`src/hdl/soc_pkg.sv`:
```
package soc_pkg;

  typedef logic [31:0] addr_t;
  typedef logic [31:0] data_t;
  typedef logic [3:0]  strb_t;
  typedef logic [14:0] ram_addr_t;
  typedef logic [15:0] gpio_t;
  typedef logic [1:0]  sel2_t;
  typedef logic [31:0] irq_vec_t;

  // external sram size and region decode
  localparam int unsigned MEM_WORDS   = 32768;
  localparam addr_t       RAM_BYTES   = 4 * MEM_WORDS;
  localparam logic [23:0] SYSREG_PAGE = 24'h030000;

  // system register page offsets
  localparam logic [7:0] REG_GPIO        = 8'h00;
  localparam logic [7:0] REG_GPIO_OEB    = 8'h04;
  localparam logic [7:0] REG_GPIO_PU     = 8'h08;
  localparam logic [7:0] REG_GPIO_PD     = 8'h0c;
  localparam logic [7:0] REG_HK_CONFIG   = 8'h18;
  localparam logic [7:0] REG_HK_ENA      = 8'h1c;
  localparam logic [7:0] REG_HK_PLL      = 8'h20;
  localparam logic [7:0] REG_HK_MFGR     = 8'h24;
  localparam logic [7:0] REG_HK_PROD     = 8'h28;
  localparam logic [7:0] REG_HK_MASKREV  = 8'h2c;
  localparam logic [7:0] REG_CLK_EXT_SEL = 8'h30;
  localparam logic [7:0] REG_XTAL_DEST   = 8'h34;
  localparam logic [7:0] REG_PLL_DEST    = 8'h38;
  localparam logic [7:0] REG_TRAP_DEST   = 8'h3c;
  localparam logic [7:0] REG_IRQ7_SRC    = 8'h40;
  localparam logic [7:0] REG_IRQ8_SRC    = 8'h44;

  localparam gpio_t GPIO_RESET_OEB = 16'hffff;

  // interrupt vector positions
  localparam int unsigned IRQ_PIN_BIT   = 5;
  localparam int unsigned IRQ_SPI_BIT   = 6;
  localparam int unsigned IRQ_GPIO7_BIT = 7;
  localparam int unsigned IRQ_GPIO8_BIT = 8;

  typedef struct packed {
    logic  valid;
    addr_t addr;
    data_t wdata;
    strb_t wstrb;
  } mem_req_t;

  typedef struct packed {
    gpio_t out;
    gpio_t oeb;
    gpio_t pu;
    gpio_t pd;
  } gpio_cfg_t;

  typedef struct packed {
    sel2_t xtal_dest;
    sel2_t pll_dest;
    sel2_t trap_dest;
    sel2_t irq7_src;
    sel2_t irq8_src;
  } route_cfg_t;

  // housekeeping spi read-only fields
  typedef struct packed {
    logic [7:0]  cfg;
    logic        xtal_ena;
    logic        reg_ena;
    logic        pll_cp_ena;
    logic        pll_vco_ena;
    logic        pll_bias_ena;
    logic [3:0]  pll_trim;
    logic [11:0] mfgr_id;
    logic [7:0]  prod_id;
    logic [3:0]  mask_rev;
    logic        clk_ext_sel;
  } hk_status_t;

endpackage

```
`src/hdl/irq_route.sv`:
```
`timescale 1ns/10ps

module irq_route (
  input  soc_pkg::route_cfg_t  route_cfg_i,
  input  soc_pkg::gpio_t       gpio_in_i,
  input  logic                 irq_pin_i,
  input  logic                 irq_spi_i,
  output soc_pkg::irq_vec_t    irq_o
);
  import soc_pkg::*;

  logic irq7;
  logic irq8;

  // select 1..3 picks src bit 0..2, select 0 is off
  function automatic logic pick_src(sel2_t sel, logic [2:0] src);
    logic res;
    case (sel)
      2'd1:    res = src[0];
      2'd2:    res = src[1];
      2'd3:    res = src[2];
      default: res = 1'b0;
    endcase
    return res;
  endfunction

  assign irq7 = pick_src(route_cfg_i.irq7_src, gpio_in_i[2:0]);
  assign irq8 = pick_src(route_cfg_i.irq8_src, gpio_in_i[5:3]);

  always_comb begin
    irq_o                = '0;
    irq_o[IRQ_PIN_BIT]   = irq_pin_i;
    irq_o[IRQ_SPI_BIT]   = irq_spi_i;
    irq_o[IRQ_GPIO7_BIT] = irq7;
    irq_o[IRQ_GPIO8_BIT] = irq8;
  end

endmodule

```
`src/hdl/mem_router.sv`:
```
`timescale 1ns/10ps

module mem_router (
  input  soc_pkg::mem_req_t mem_req_i,
  input  logic              ram_ready_i,
  input  soc_pkg::data_t    ram_rdata_i,
  input  logic              reg_ready_i,
  input  soc_pkg::data_t    reg_rdata_i,
  output logic              ram_sel_o,
  output logic              reg_sel_o,
  output logic              mem_ready_o,
  output soc_pkg::data_t    mem_rdata_o
);
  import soc_pkg::*;

  logic in_ram;
  logic in_page;

  // region decode
  assign in_ram  = mem_req_i.addr < RAM_BYTES;
  assign in_page = mem_req_i.addr[31:8] == SYSREG_PAGE;

  assign ram_sel_o = mem_req_i.valid && in_ram;
  assign reg_sel_o = mem_req_i.valid && in_page;

  // unmapped addresses never see ready
  assign mem_ready_o = ram_ready_i || reg_ready_i;

  always_comb begin
    if (reg_ready_i) begin
      mem_rdata_o = reg_rdata_i;
    end else if (ram_ready_i) begin
      mem_rdata_o = ram_rdata_i;
    end else begin
      mem_rdata_o = '0;
    end
  end

endmodule

```
`src/hdl/pad_mux.sv`:
```
`timescale 1ns/10ps

module pad_mux (
  input  logic                 clk_i,
  input  logic                 rst_n_i,
  input  soc_pkg::gpio_cfg_t   gpio_cfg_i,
  input  soc_pkg::route_cfg_t  route_cfg_i,
  input  logic                 xtal_in_i,
  input  logic                 clk_pll_i,
  input  logic                 trap_i,
  output soc_pkg::gpio_t       gpio_out_o,
  output soc_pkg::gpio_t       gpio_outenb_o,
  output soc_pkg::gpio_t       gpio_pullupb_o,
  output soc_pkg::gpio_t       gpio_pulldownb_o
);
  import soc_pkg::*;

  gpio_t force_mask;
  gpio_t pad_out;

  // put sig on pad base+dest, dest 0 leaves the pads alone
  function automatic gpio_t route_onto(gpio_t pads, sel2_t dest, int unsigned base,
                                       logic sig);
    gpio_t res;
    res = pads;
    if (dest != 2'd0) begin
      res[base + dest] = sig;
    end
    return res;
  endfunction

  // groups: xtal pads 5-7, pll pads 8-10, trap pads 11-13
  always_comb begin
    force_mask = '0;
    if (route_cfg_i.xtal_dest != 2'd0) begin
      force_mask = force_mask | 16'h00e0;
    end
    if (route_cfg_i.pll_dest != 2'd0) begin
      force_mask = force_mask | 16'h0700;
    end
    if (route_cfg_i.trap_dest != 2'd0) begin
      force_mask = force_mask | 16'h3800;
    end
  end

  always_comb begin
    pad_out = route_onto(gpio_cfg_i.out, route_cfg_i.xtal_dest, 4, xtal_in_i);
    pad_out = route_onto(pad_out, route_cfg_i.trap_dest, 10, trap_i);
    // pll group carries two different clocks
    if (route_cfg_i.pll_dest == 2'd1) begin
      pad_out[8] = clk_pll_i;
    end else if (route_cfg_i.pll_dest == 2'd2) begin
      pad_out[9] = clk_i;
    end
  end

  assign gpio_out_o = pad_out;

  // pads float while in reset
  assign gpio_outenb_o    = (gpio_cfg_i.oeb & ~force_mask) | {16{~rst_n_i}};
  assign gpio_pullupb_o   = gpio_cfg_i.pu | force_mask;
  assign gpio_pulldownb_o = gpio_cfg_i.pd | force_mask;

endmodule

```
`src/hdl/soc_fabric_top.sv`:
```
`timescale 1ns/10ps

module soc_fabric_top (
  input  logic                 clk_i,
  input  logic                 rst_n_i,
  input  soc_pkg::mem_req_t    mem_req_i,
  input  soc_pkg::data_t       ram_rdata_i,
  input  soc_pkg::gpio_t       gpio_in_i,
  input  soc_pkg::hk_status_t  hk_status_i,
  input  logic                 xtal_in_i,
  input  logic                 clk_pll_i,
  input  logic                 trap_i,
  input  logic                 irq_pin_i,
  input  logic                 irq_spi_i,
  output logic                 mem_ready_o,
  output soc_pkg::data_t       mem_rdata_o,
  output soc_pkg::strb_t       ram_wstrb_o,
  output soc_pkg::ram_addr_t   ram_addr_o,
  output soc_pkg::data_t       ram_wdata_o,
  output soc_pkg::gpio_t       gpio_out_o,
  output soc_pkg::gpio_t       gpio_outenb_o,
  output soc_pkg::gpio_t       gpio_pullupb_o,
  output soc_pkg::gpio_t       gpio_pulldownb_o,
  output soc_pkg::irq_vec_t    irq_o
);

  logic                ram_sel;
  logic                reg_sel;
  logic                ram_ready;
  logic                reg_ready;
  soc_pkg::data_t      reg_rdata;
  soc_pkg::gpio_cfg_t  gpio_cfg;
  soc_pkg::route_cfg_t route_cfg;

  mem_router u_mem_router (
    .mem_req_i   (mem_req_i),
    .ram_ready_i (ram_ready),
    .ram_rdata_i (ram_rdata_i),
    .reg_ready_i (reg_ready),
    .reg_rdata_i (reg_rdata),
    .ram_sel_o   (ram_sel),
    .reg_sel_o   (reg_sel),
    .mem_ready_o (mem_ready_o),
    .mem_rdata_o (mem_rdata_o)
  );

  sram_port u_sram_port (
    .clk_i       (clk_i),
    .rst_n_i     (rst_n_i),
    .sel_i       (ram_sel),
    .mem_req_i   (mem_req_i),
    .ready_o     (ram_ready),
    .ram_wstrb_o (ram_wstrb_o),
    .ram_addr_o  (ram_addr_o),
    .ram_wdata_o (ram_wdata_o)
  );

  sys_regs u_sys_regs (
    .clk_i       (clk_i),
    .rst_n_i     (rst_n_i),
    .sel_i       (reg_sel),
    .mem_req_i   (mem_req_i),
    .gpio_in_i   (gpio_in_i),
    .gpio_out_i  (gpio_out_o),
    .hk_status_i (hk_status_i),
    .ready_o     (reg_ready),
    .rdata_o     (reg_rdata),
    .gpio_cfg_o  (gpio_cfg),
    .route_cfg_o (route_cfg)
  );

  pad_mux u_pad_mux (
    .clk_i            (clk_i),
    .rst_n_i          (rst_n_i),
    .gpio_cfg_i       (gpio_cfg),
    .route_cfg_i      (route_cfg),
    .xtal_in_i        (xtal_in_i),
    .clk_pll_i        (clk_pll_i),
    .trap_i           (trap_i),
    .gpio_out_o       (gpio_out_o),
    .gpio_outenb_o    (gpio_outenb_o),
    .gpio_pullupb_o   (gpio_pullupb_o),
    .gpio_pulldownb_o (gpio_pulldownb_o)
  );

  irq_route u_irq_route (
    .route_cfg_i (route_cfg),
    .gpio_in_i   (gpio_in_i),
    .irq_pin_i   (irq_pin_i),
    .irq_spi_i   (irq_spi_i),
    .irq_o       (irq_o)
  );

endmodule

```
`src/hdl/sram_port.sv`:
```
`timescale 1ns/10ps

module sram_port (
  input  logic                clk_i,
  input  logic                rst_n_i,
  input  logic                sel_i,
  input  soc_pkg::mem_req_t   mem_req_i,
  output logic                ready_o,
  output soc_pkg::strb_t      ram_wstrb_o,
  output soc_pkg::ram_addr_t  ram_addr_o,
  output soc_pkg::data_t      ram_wdata_o
);
  import soc_pkg::*;

  logic ready_q;
  logic access;

  // first cycle of a selected request only
  assign access = sel_i && !ready_q;

  assign ram_wstrb_o = access ? mem_req_i.wstrb : strb_t'(0);
  assign ram_addr_o  = mem_req_i.addr[16:2];
  assign ram_wdata_o = mem_req_i.wdata;

  always_ff @(posedge clk_i or negedge rst_n_i) begin
    if (!rst_n_i) begin
      ready_q <= 1'b0;
    end else begin
      ready_q <= access;
    end
  end

  assign ready_o = ready_q;

endmodule

```
`src/hdl/sys_regs.sv`:
```
`timescale 1ns/10ps

module sys_regs (
  input  logic                 clk_i,
  input  logic                 rst_n_i,
  input  logic                 sel_i,
  input  soc_pkg::mem_req_t    mem_req_i,
  input  soc_pkg::gpio_t       gpio_in_i,
  input  soc_pkg::gpio_t       gpio_out_i,
  input  soc_pkg::hk_status_t  hk_status_i,
  output logic                 ready_o,
  output soc_pkg::data_t       rdata_o,
  output soc_pkg::gpio_cfg_t   gpio_cfg_o,
  output soc_pkg::route_cfg_t  route_cfg_o
);
  import soc_pkg::*;

  logic       ready_q;
  logic       access;
  logic       lane0_wr;
  logic [7:0] offset;
  data_t      rdata_q;
  data_t      rdata_next;
  gpio_cfg_t  gpio_q;
  route_cfg_t route_q;

  // gpio registers take byte lanes 0 and 1 only
  function automatic gpio_t lane_merge(gpio_t cur, data_t wdata, strb_t wstrb);
    gpio_t res;
    res = cur;
    if (wstrb[0]) begin
      res[7:0] = wdata[7:0];
    end
    if (wstrb[1]) begin
      res[15:8] = wdata[15:8];
    end
    return res;
  endfunction

  assign access   = sel_i && !ready_q;
  assign lane0_wr = mem_req_i.wstrb[0];
  assign offset   = mem_req_i.addr[7:0];

  always_comb begin
    case (offset)
      REG_GPIO:        rdata_next = {gpio_out_i, gpio_in_i};
      REG_GPIO_OEB:    rdata_next = {16'd0, gpio_q.oeb};
      REG_GPIO_PU:     rdata_next = {16'd0, gpio_q.pu};
      REG_GPIO_PD:     rdata_next = {16'd0, gpio_q.pd};
      REG_HK_CONFIG:   rdata_next = {24'd0, hk_status_i.cfg};
      REG_HK_ENA:      rdata_next = {30'd0, hk_status_i.xtal_ena, hk_status_i.reg_ena};
      REG_HK_PLL: begin
        rdata_next = {25'd0, hk_status_i.pll_trim, hk_status_i.pll_cp_ena,
                      hk_status_i.pll_vco_ena, hk_status_i.pll_bias_ena};
      end
      REG_HK_MFGR:     rdata_next = {20'd0, hk_status_i.mfgr_id};
      REG_HK_PROD:     rdata_next = {24'd0, hk_status_i.prod_id};
      REG_HK_MASKREV:  rdata_next = {28'd0, hk_status_i.mask_rev};
      REG_CLK_EXT_SEL: rdata_next = {31'd0, hk_status_i.clk_ext_sel};
      REG_XTAL_DEST:   rdata_next = {30'd0, route_q.xtal_dest};
      REG_PLL_DEST:    rdata_next = {30'd0, route_q.pll_dest};
      REG_TRAP_DEST:   rdata_next = {30'd0, route_q.trap_dest};
      REG_IRQ7_SRC:    rdata_next = {30'd0, route_q.irq7_src};
      REG_IRQ8_SRC:    rdata_next = {30'd0, route_q.irq8_src};
      default:         rdata_next = '0;
    endcase
  end

  always_ff @(posedge clk_i or negedge rst_n_i) begin
    if (!rst_n_i) begin
      ready_q <= 1'b0;
      gpio_q  <= '{out: '0, oeb: GPIO_RESET_OEB, pu: '0, pd: '0};
      route_q <= '0;
    end else begin
      ready_q <= access;
      if (access) begin
        case (offset)
          REG_GPIO: begin
            gpio_q.out <= lane_merge(gpio_q.out, mem_req_i.wdata, mem_req_i.wstrb);
          end
          REG_GPIO_OEB: begin
            gpio_q.oeb <= lane_merge(gpio_q.oeb, mem_req_i.wdata, mem_req_i.wstrb);
          end
          REG_GPIO_PU: begin
            gpio_q.pu <= lane_merge(gpio_q.pu, mem_req_i.wdata, mem_req_i.wstrb);
          end
          REG_GPIO_PD: begin
            gpio_q.pd <= lane_merge(gpio_q.pd, mem_req_i.wdata, mem_req_i.wstrb);
          end
          // route selects, bits 1:0 on a lane 0 write
          REG_XTAL_DEST: if (lane0_wr) route_q.xtal_dest <= mem_req_i.wdata[1:0];
          REG_PLL_DEST:  if (lane0_wr) route_q.pll_dest <= mem_req_i.wdata[1:0];
          REG_TRAP_DEST: if (lane0_wr) route_q.trap_dest <= mem_req_i.wdata[1:0];
          REG_IRQ7_SRC:  if (lane0_wr) route_q.irq7_src <= mem_req_i.wdata[1:0];
          REG_IRQ8_SRC:  if (lane0_wr) route_q.irq8_src <= mem_req_i.wdata[1:0];
          default: ;
        endcase
      end
    end
  end

  // read data captured with the access, old value for a write
  always_ff @(posedge clk_i) begin
    if (access) begin
      rdata_q <= rdata_next;
    end
  end

  assign ready_o     = ready_q;
  assign rdata_o     = rdata_q;
  assign gpio_cfg_o  = gpio_q;
  assign route_cfg_o = route_q;

endmodule

```
`config.mk`:
```
export PLATFORM = sky130hd
export DESIGN_NAME = soc_fabric_top
export DESIGN_NICKNAME = d
export VERILOG_FILES = /design/src/hdl/soc_pkg.sv /design/src/hdl/irq_route.sv /design/src/hdl/mem_router.sv /design/src/hdl/pad_mux.sv /design/src/hdl/soc_fabric_top.sv /design/src/hdl/sram_port.sv /design/src/hdl/sys_regs.sv
export SDC_FILE = /design/constraint.sdc
export NUM_CORES = 1
export LEC_CHECK = 0
export ABC_AREA = 1
export BUFFER_PORTS_ARGS = -buffer_cell sky130_fd_sc_hd__buf_2
export CAP_MARGIN = 20
export CORE_MARGIN = 2
export CORE_UTILIZATION = 30
export DETAILED_ROUTE_END_ITERATION = 10
export PLACE_DENSITY = 0.65
export SETUP_SLACK_MARGIN = 0.3
export SLEW_MARGIN = 20
export SYNTH_ARGS = -nofsm -noshare
export SYNTH_HDL_FRONTEND = slang
export SYNTH_HIERARCHICAL = 1
export SYNTH_SLANG_ARGS = --single-unit
```
`constraint.sdc`:
```
create_clock -name clk_i -period 7.2 [get_ports clk_i]
set_input_delay 0.36 -clock clk_i [delete_from_list [all_inputs] [get_ports clk_i]]
set_output_delay 0.36 -clock clk_i [all_outputs]
set_load 0.05 [all_outputs]
```
==> results_dict.tcl, run 1 <==
set metrics [dict create \
    synth-seq-cells 108 \
    cp_max_fo 2 \
    utilization 0.371 \
    finalSetupViolCount 0 \
    yosys_warnings 6 \
    coreArea_sq_um 23400 \
    rsz0062_at_grt "no" \
    num-nets-final 1329 \
    grt-ovfl-total 0 \
    setup_slack_ns 1.74 \
    grt_max_degree 72 \
    routedWlPerCell_microns 16.1 \
    first_pass_iters 6 \
    multiInputGateArea_sq_um 2950 \
    r2r_slack_ns 5.29 \
    synthXorXnorAreaFrac 0 \
    finalSetupTns_ns 0 \
    clock_skew_ns 0.0102 \
    syn_area_sq_um 7120 \
    synth_cell_types 31 \
    cts_resized 0 \
    worst-endpoint-required_ns 6.84 \
    hold_viol_final 0 \
    whs_path_depth 3 \
    synthTopCellsByArea "dfrtp_1 (21%), nand2_1 (18%), edfxtp_1 (13%)" \
    postSynth.asyncResetShare 0.704 \
    worstSetupPathType "clock port to primary output" \
    outcome "finished, final reports clean" \
    worst_slew_pin_slew_ns 0.950 \
    synth-simple-area-share 0.343 \
    cts_tree "done" \
    area_growth_pct 21.8 \
    pre_cts_ws_ns 2.92 \
    grt.total_usage 0.190 \
    synth_compound_area_frac 0.0555 \
    vias 6686 \
    cp_data_arrival_time_ns 5.10 \
    path_clk_slew_ns 0.08 \
    synth_edf_count 32 \
    synthCells 958 \
    worstHoldStart "gpio_in_i[9]" \
    layout.cells.non_filler 1488 \
    vias_per_cell 4.49 \
    dp_hpwl_microns 18700 \
    place.gp.congestion 0.854 \
    drt_iter0_markers 515 \
    hold_buffers 1 \
    row_count 56 \
    crit_start "clk_i" \
    dp_cells 1458 \
    yosysTopAreaCellShare 0.211 \
    peakVddDrop_v 0.000108 \
    initial_utilization 0.304 \
    worstReg2RegStart "u_sys_regs/ready_o" \
    grt_pass1_wl_microns 35100 \
    routed_wirelength_microns 24000 \
    synth_top_family_by_area "simple AND/OR/NAND/NOR gates" \
    grt_pass1_vias 6334 \
    post_cts_buffers 0 \
    slew-limit-headroom 0.365 \
    yosysTopAreaCell "dfrtp_1" \
    cap_violations 0 \
    slew_viol_final 0 \
    portBuffers 281 \
    drc_errors 0 \
    ant_nets 0 \
    fillers 2522 \
    antenna_found_initial 3 \
    hold_slack_ns 0.194 \
    syn_avg_cell_area_sq_um 7.43 \
    r2r-end "u_sys_regs/gpio_cfg_o[16]" \
    die_y_microns 158 \
    ys.flop_type "dfrtp_1" \
    synthMuxAreaShare 0 \
    register_area_sq_um 2880 \
    layout-drive-gt1-share 0.330 \
    hold_class "primary input to flip-flop" \
    dieWidth_microns 158 \
    static-leakage-power_nw 4.48 \
    ys_seq_area_frac 0.405 \
    dieArea_sq_um 25000 \
    clkLatencyLatePin_ns 0.46 \
    ios 346 \
    worstSetupEndpointType "primary output" \
    whs_endpoint "u_sys_regs/rdata_o[9]" \
    synth_adder_area_share 0 \
    worst_setup_path_start_kind "clock port" \
    r2r_cells 4 \
    pwr_density_cell_nw_per_um2 171 \
]
[cells in the final DEF, fill, tap and decap left out]
cell,n
nor3b_4,1
inv_8,2
o21ai_0,28
nor3_1,1
nor2_4,8
clkinvlp_4,1
clkbuf_2,1
clkinv_8,1
dfrtp_2,1
diode_2,1
inv_1,101
nand2_2,10
nand2_1,333
clkinv_4,3
dfrtp_1,59
buf_2,280
edfxtp_1,32
nand3b_1,8
nand3_2,30
nor2_2,1
o21ai_1,47
and2_1,1
nand4_1,5
nand3_1,77
buf_4,4
or2_2,1
nor2_1,58
conb_1,28
dlygate4sd3_1,1
dfstp_2,16
nor3b_2,1
clkbuf_16,21
inv_2,3
a21oi_1,4
[report_power, final]
| part | switching, W | internal [W] | total, W |
|---|---|---|---|
| Sequential | 0.00000000220 | 0.000629 | 0.000629 |
| Clock | 0.000268 | 0.000409 | 0.000677 |
| Combinational | 0.000136 | 0.0000443 | 0.000181 |
[sequential cells by signal, summed over array words and instances, names as in the netlist]
register	flops
u_sys_regs/ready_o	1
u_sys_regs/route_cfg_o	10
u_sram_port/ready_o	1
u_sys_regs/rdata_o	32
u_sys_regs/gpio_cfg_o	64
[per-layer routing]
layer	GRT usage	part of all wire
met4	0.0755	0.016
met5	0	0.00088
met1	0.222	0.40
met2	0.329	0.50
met3	0.0545	0.081
[synth_stat cells, types with 2 or more instances]
cell type  instances
inv_1            101
o21ai_0           28
dfstp_2           16
clkbuf_1           3
inv_2              3
edfxtp_1          32
nand2_1          333
dfrtp_1           60
nand4_1            5
nor2_4             7
nor2_1            59
buf_4            105
buf_6              2
buf_2             13
nand2_2           10
nand3_1           77
nand3_2           30
a21oi_1            4
nand3b_1           8
clkbuf_8           3
o21ai_1           47
buf_12             3
[area by class of cell]
class / count / share of cell area
multi-input combinational: 642 / 0.340
antenna: 1 / 0.000289
sequential: 108 / 0.333
clock buffer: 23 / 0.0617
tap: 319 / 0.0460
clock inverter: 7 / 0.00750
inverter: 104 / 0.0459
timing repair buffer: 284 / 0.166
[cell families after synthesis]
| kind of cell | after synthesis |
|---|---|
| AND/OR/NAND/NOR | 535 |
| buffers and inverters | 235 |
| flip-flops | 108 |
| AO/OA/AOI/OAI | 79 |
| other | 1 |
[critical path, stage by stage]
cell and delay (ns):
clkbuf_16 0.12, clkbuf_16 0.13, clkbuf_16 0.13, clkbuf_16 0.13
clkbuf_16 0.13, clkbuf_16 0.13, nand3_1 0.07, nand2_1 0.13
clkbuf_16 0.18, clkbuf_16 0.13, buf_2 0.22
[metrics by stage]
step | power (W) | instance area, sq um
2_1_floorplan | 0.000796 | 7220
3_3_place_gp | 0.000821 | 8070
3_5_place_dp | 0.000822 | 8070
4_1_cts | 0.00150 | 8670
5_1_grt | 0.00154 | 8670
6_report | 0.00149 | 8670
[worst max-delay path by stage]
stage | end | cells after the start
2_1_floorplan | u_sys_regs/rdata_o[25] | 4
3_3_place_gp | gpio_out_o[9] | 3
3_5_place_dp | gpio_out_o[9] | 3
4_1_cts | gpio_out_o[9] | 11
5_1_grt | gpio_out_o[9] | 11
6_report | gpio_out_o[9] | 11
No activity file was read; power rests on OpenSTA's default activity.
==> run 2, diff against run 1 <==
Clock period 7.2 ns to 5.6 ns, I/O delays scaled along.
==> run 2 against run 1 <==
  * Critical path depth unchanged
  * Worst hold slack got worse by 0.085 ns
  * Non-clock buffer count did not move
  * Count of clock-buffer cells in the layout unchanged
  * Sequential share of layout area barely moved
  * Setup slack worse by 0.73 ns
  * Wire length is 1.3% lower
  * Final cell count is essentially flat
  * Total power grew 28%
  * Design area about the same
  * Die area unchanged
  * Critical endpoint unchanged
  * Largest cell class unchanged
  * Largest power group unchanged
  * Highest routed layer unchanged
==> results_dict.tcl, run 2 (same netlist as run 1, synthesis figures left out) <==
set metrics [dict create \
    outcome "finished, final reports clean" \
    grt_max_degree 57 \
    first_pass_iters 5 \
    r2r-end "u_sys_regs/gpio_cfg_o[21]" \
    finalSetupTns_ns 0 \
    area_growth_pct 21.7 \
    routedWlPerCell_microns 15.9 \
    largest_register_ffs 64 \
    worst_setup_path_start_kind "clock port" \
    rsz0062_at_grt "no" \
    dp_cells 1458 \
    drt_iter0_markers 489 \
    ant_nets 0 \
    dp_hpwl_microns 18700 \
    grt.total_usage 0.188 \
    layout.cells.non_filler 1489 \
    cp_data_arrival_time_ns 4.31 \
    whs_endpoint "u_sys_regs/rdata_o[4]" \
    routed_wirelength_microns 23700 \
    pwr_density_cell_nw_per_um2 220 \
    p_comb_frac 0.122 \
    register_area_sq_um 2880 \
    drc_errors 0 \
    multiInputGateArea_sq_um 2950 \
    hold_buffers 1 \
    path_clk_slew_ns 0.07 \
    worstSetupEndpointType "primary output" \
    antenna_found_initial 4 \
    grt_pass1_wl_microns 34800 \
    worst_slew_pin_slew_ns 0.928 \
    cap_violations 0 \
    dieWidth_microns 158 \
    num-nets-final 1329 \
    layout_common_cells "nand2_1 (333), buf_2 (280), inv_1 (101)" \
    portBuffers 281 \
    vias 6624 \
    coreArea_sq_um 23400 \
    die_y_microns 158 \
    r2r_slack_ns 3.65 \
    slew-limit-headroom 0.380 \
    worstSetupPathType "clock port to primary output" \
    static-leakage-power_nw 4.48 \
    finalSetupViolCount 0 \
    grt-ovfl-total 0 \
    fillers 2488 \
    hold_slack_ns 0.109 \
    worstHoldStart "hk_status_i[9]" \
    r2r_cells 4 \
    vias_per_cell 4.45 \
    cts_resized 0 \
    internal-power_w 0.00139 \
    power_switching_share 0.272 \
    p_switching_w 0.000518 \
    row_count 56 \
    clock_skew_ns 0.0118 \
    worst-endpoint-required_ns 5.32 \
    power_w 0.00191 \
    utilization 0.371 \
    initial_utilization 0.304 \
    hold_viol_final 0 \
    post_cts_buffers 0 \
    slew_viol_final 0 \
    ios 346 \
    final_common_cell "nand2_1" \
    dieArea_sq_um 25000 \
    p_seq_frac 0.423 \
    cts_tree "done" \
    place.gp.congestion 0.857 \
    whs_path_depth 3 \
    hold_class "primary input to flip-flop" \
    layout-drive-gt1-share 0.330 \
    worstReg2RegStart "u_sys_regs/ready_o" \
    clkLatencyLatePin_ns 0.46 \
    power_frac_clock 0.455 \
    peakVddDrop_v 0.000144 \
    grt_pass1_vias 6202 \
    cp_max_fo 2 \
]
run 2: cell types whose count changed in the layout (fill, tap and decap cells not counted), sizes merged:
cell,delta
clkinv,-2
inv,+2
diode,+1
run 2: worst max-delay path by stage:
stage,from,to,slack [ns],cells past startpoint
6_report,clk_i,gpio_out_o[9],1.01,11
5_1_grt,clk_i,gpio_out_o[9],0.94,11
4_1_cts,clk_i,gpio_out_o[9],0.97,11
3_5_place_dp,clk_i,gpio_out_o[9],2.20,3
3_3_place_gp,clk_i,gpio_out_o[9],2.20,3
2_1_floorplan,clk_i,u_sys_regs/rdata_o[25],2.01,4
run 2: critical path, stage by stage:
cell and delay (ns):
clkbuf_16 0.12, clkbuf_16 0.13, clkbuf_16 0.13, clkbuf_16 0.13, clkbuf_16 0.13, clkbuf_16 0.13, nand3_1 0.08, nand2_1 0.14
clkbuf_16 0.18, clkbuf_16 0.12, buf_2 0.21
run 2: layout make-up:
| type | count | share of cell area |
|---|---|---|
| well taps | 319 | 0.0460 |
| clock inverters | 7 | 0.00693 |
| flip-flops and latches | 108 | 0.333 |
| multi-input cells | 642 | 0.341 |
| repair buffers | 284 | 0.166 |
| clock buffers | 23 | 0.0618 |
| inverters | 104 | 0.0459 |
| diodes | 2 | 0.000577 |
run 2: power groups by stage:
| stage | Clock (W) | Sequential, W | Combinational, W |
|---|---|---|---|
| floorplan | 0.00000000220 | 0.000824 | 0.000200 |
| global placement | 0.00000000221 | 0.000824 | 0.000232 |
| detailed placement | 0.00000000221 | 0.000824 | 0.000233 |
| CTS | 0.000888 | 0.000808 | 0.000234 |
| global route | 0.000924 | 0.000808 | 0.000250 |
| finish | 0.000868 | 0.000808 | 0.000232 |
run 2: stage by stage:
stage	setup WS (ns)	area, sq um
global route	0.944	8670
floorplan	2.01	7220
global placement	2.20	8070
finish	1.01	8670
detailed placement	2.20	8070
CTS	0.975	8670
run 2: routing by layer:
metal / track usage / vias up / part of all wire
met5: 0 / - / 0.00089
met1: 0.220 / 3004 / 0.41
met3: 0.0542 / 31 / 0.076
met4: 0.0631 / 4 / 0.015
li1: - / 3297 / -
met2: 0.328 / 288 / 0.50
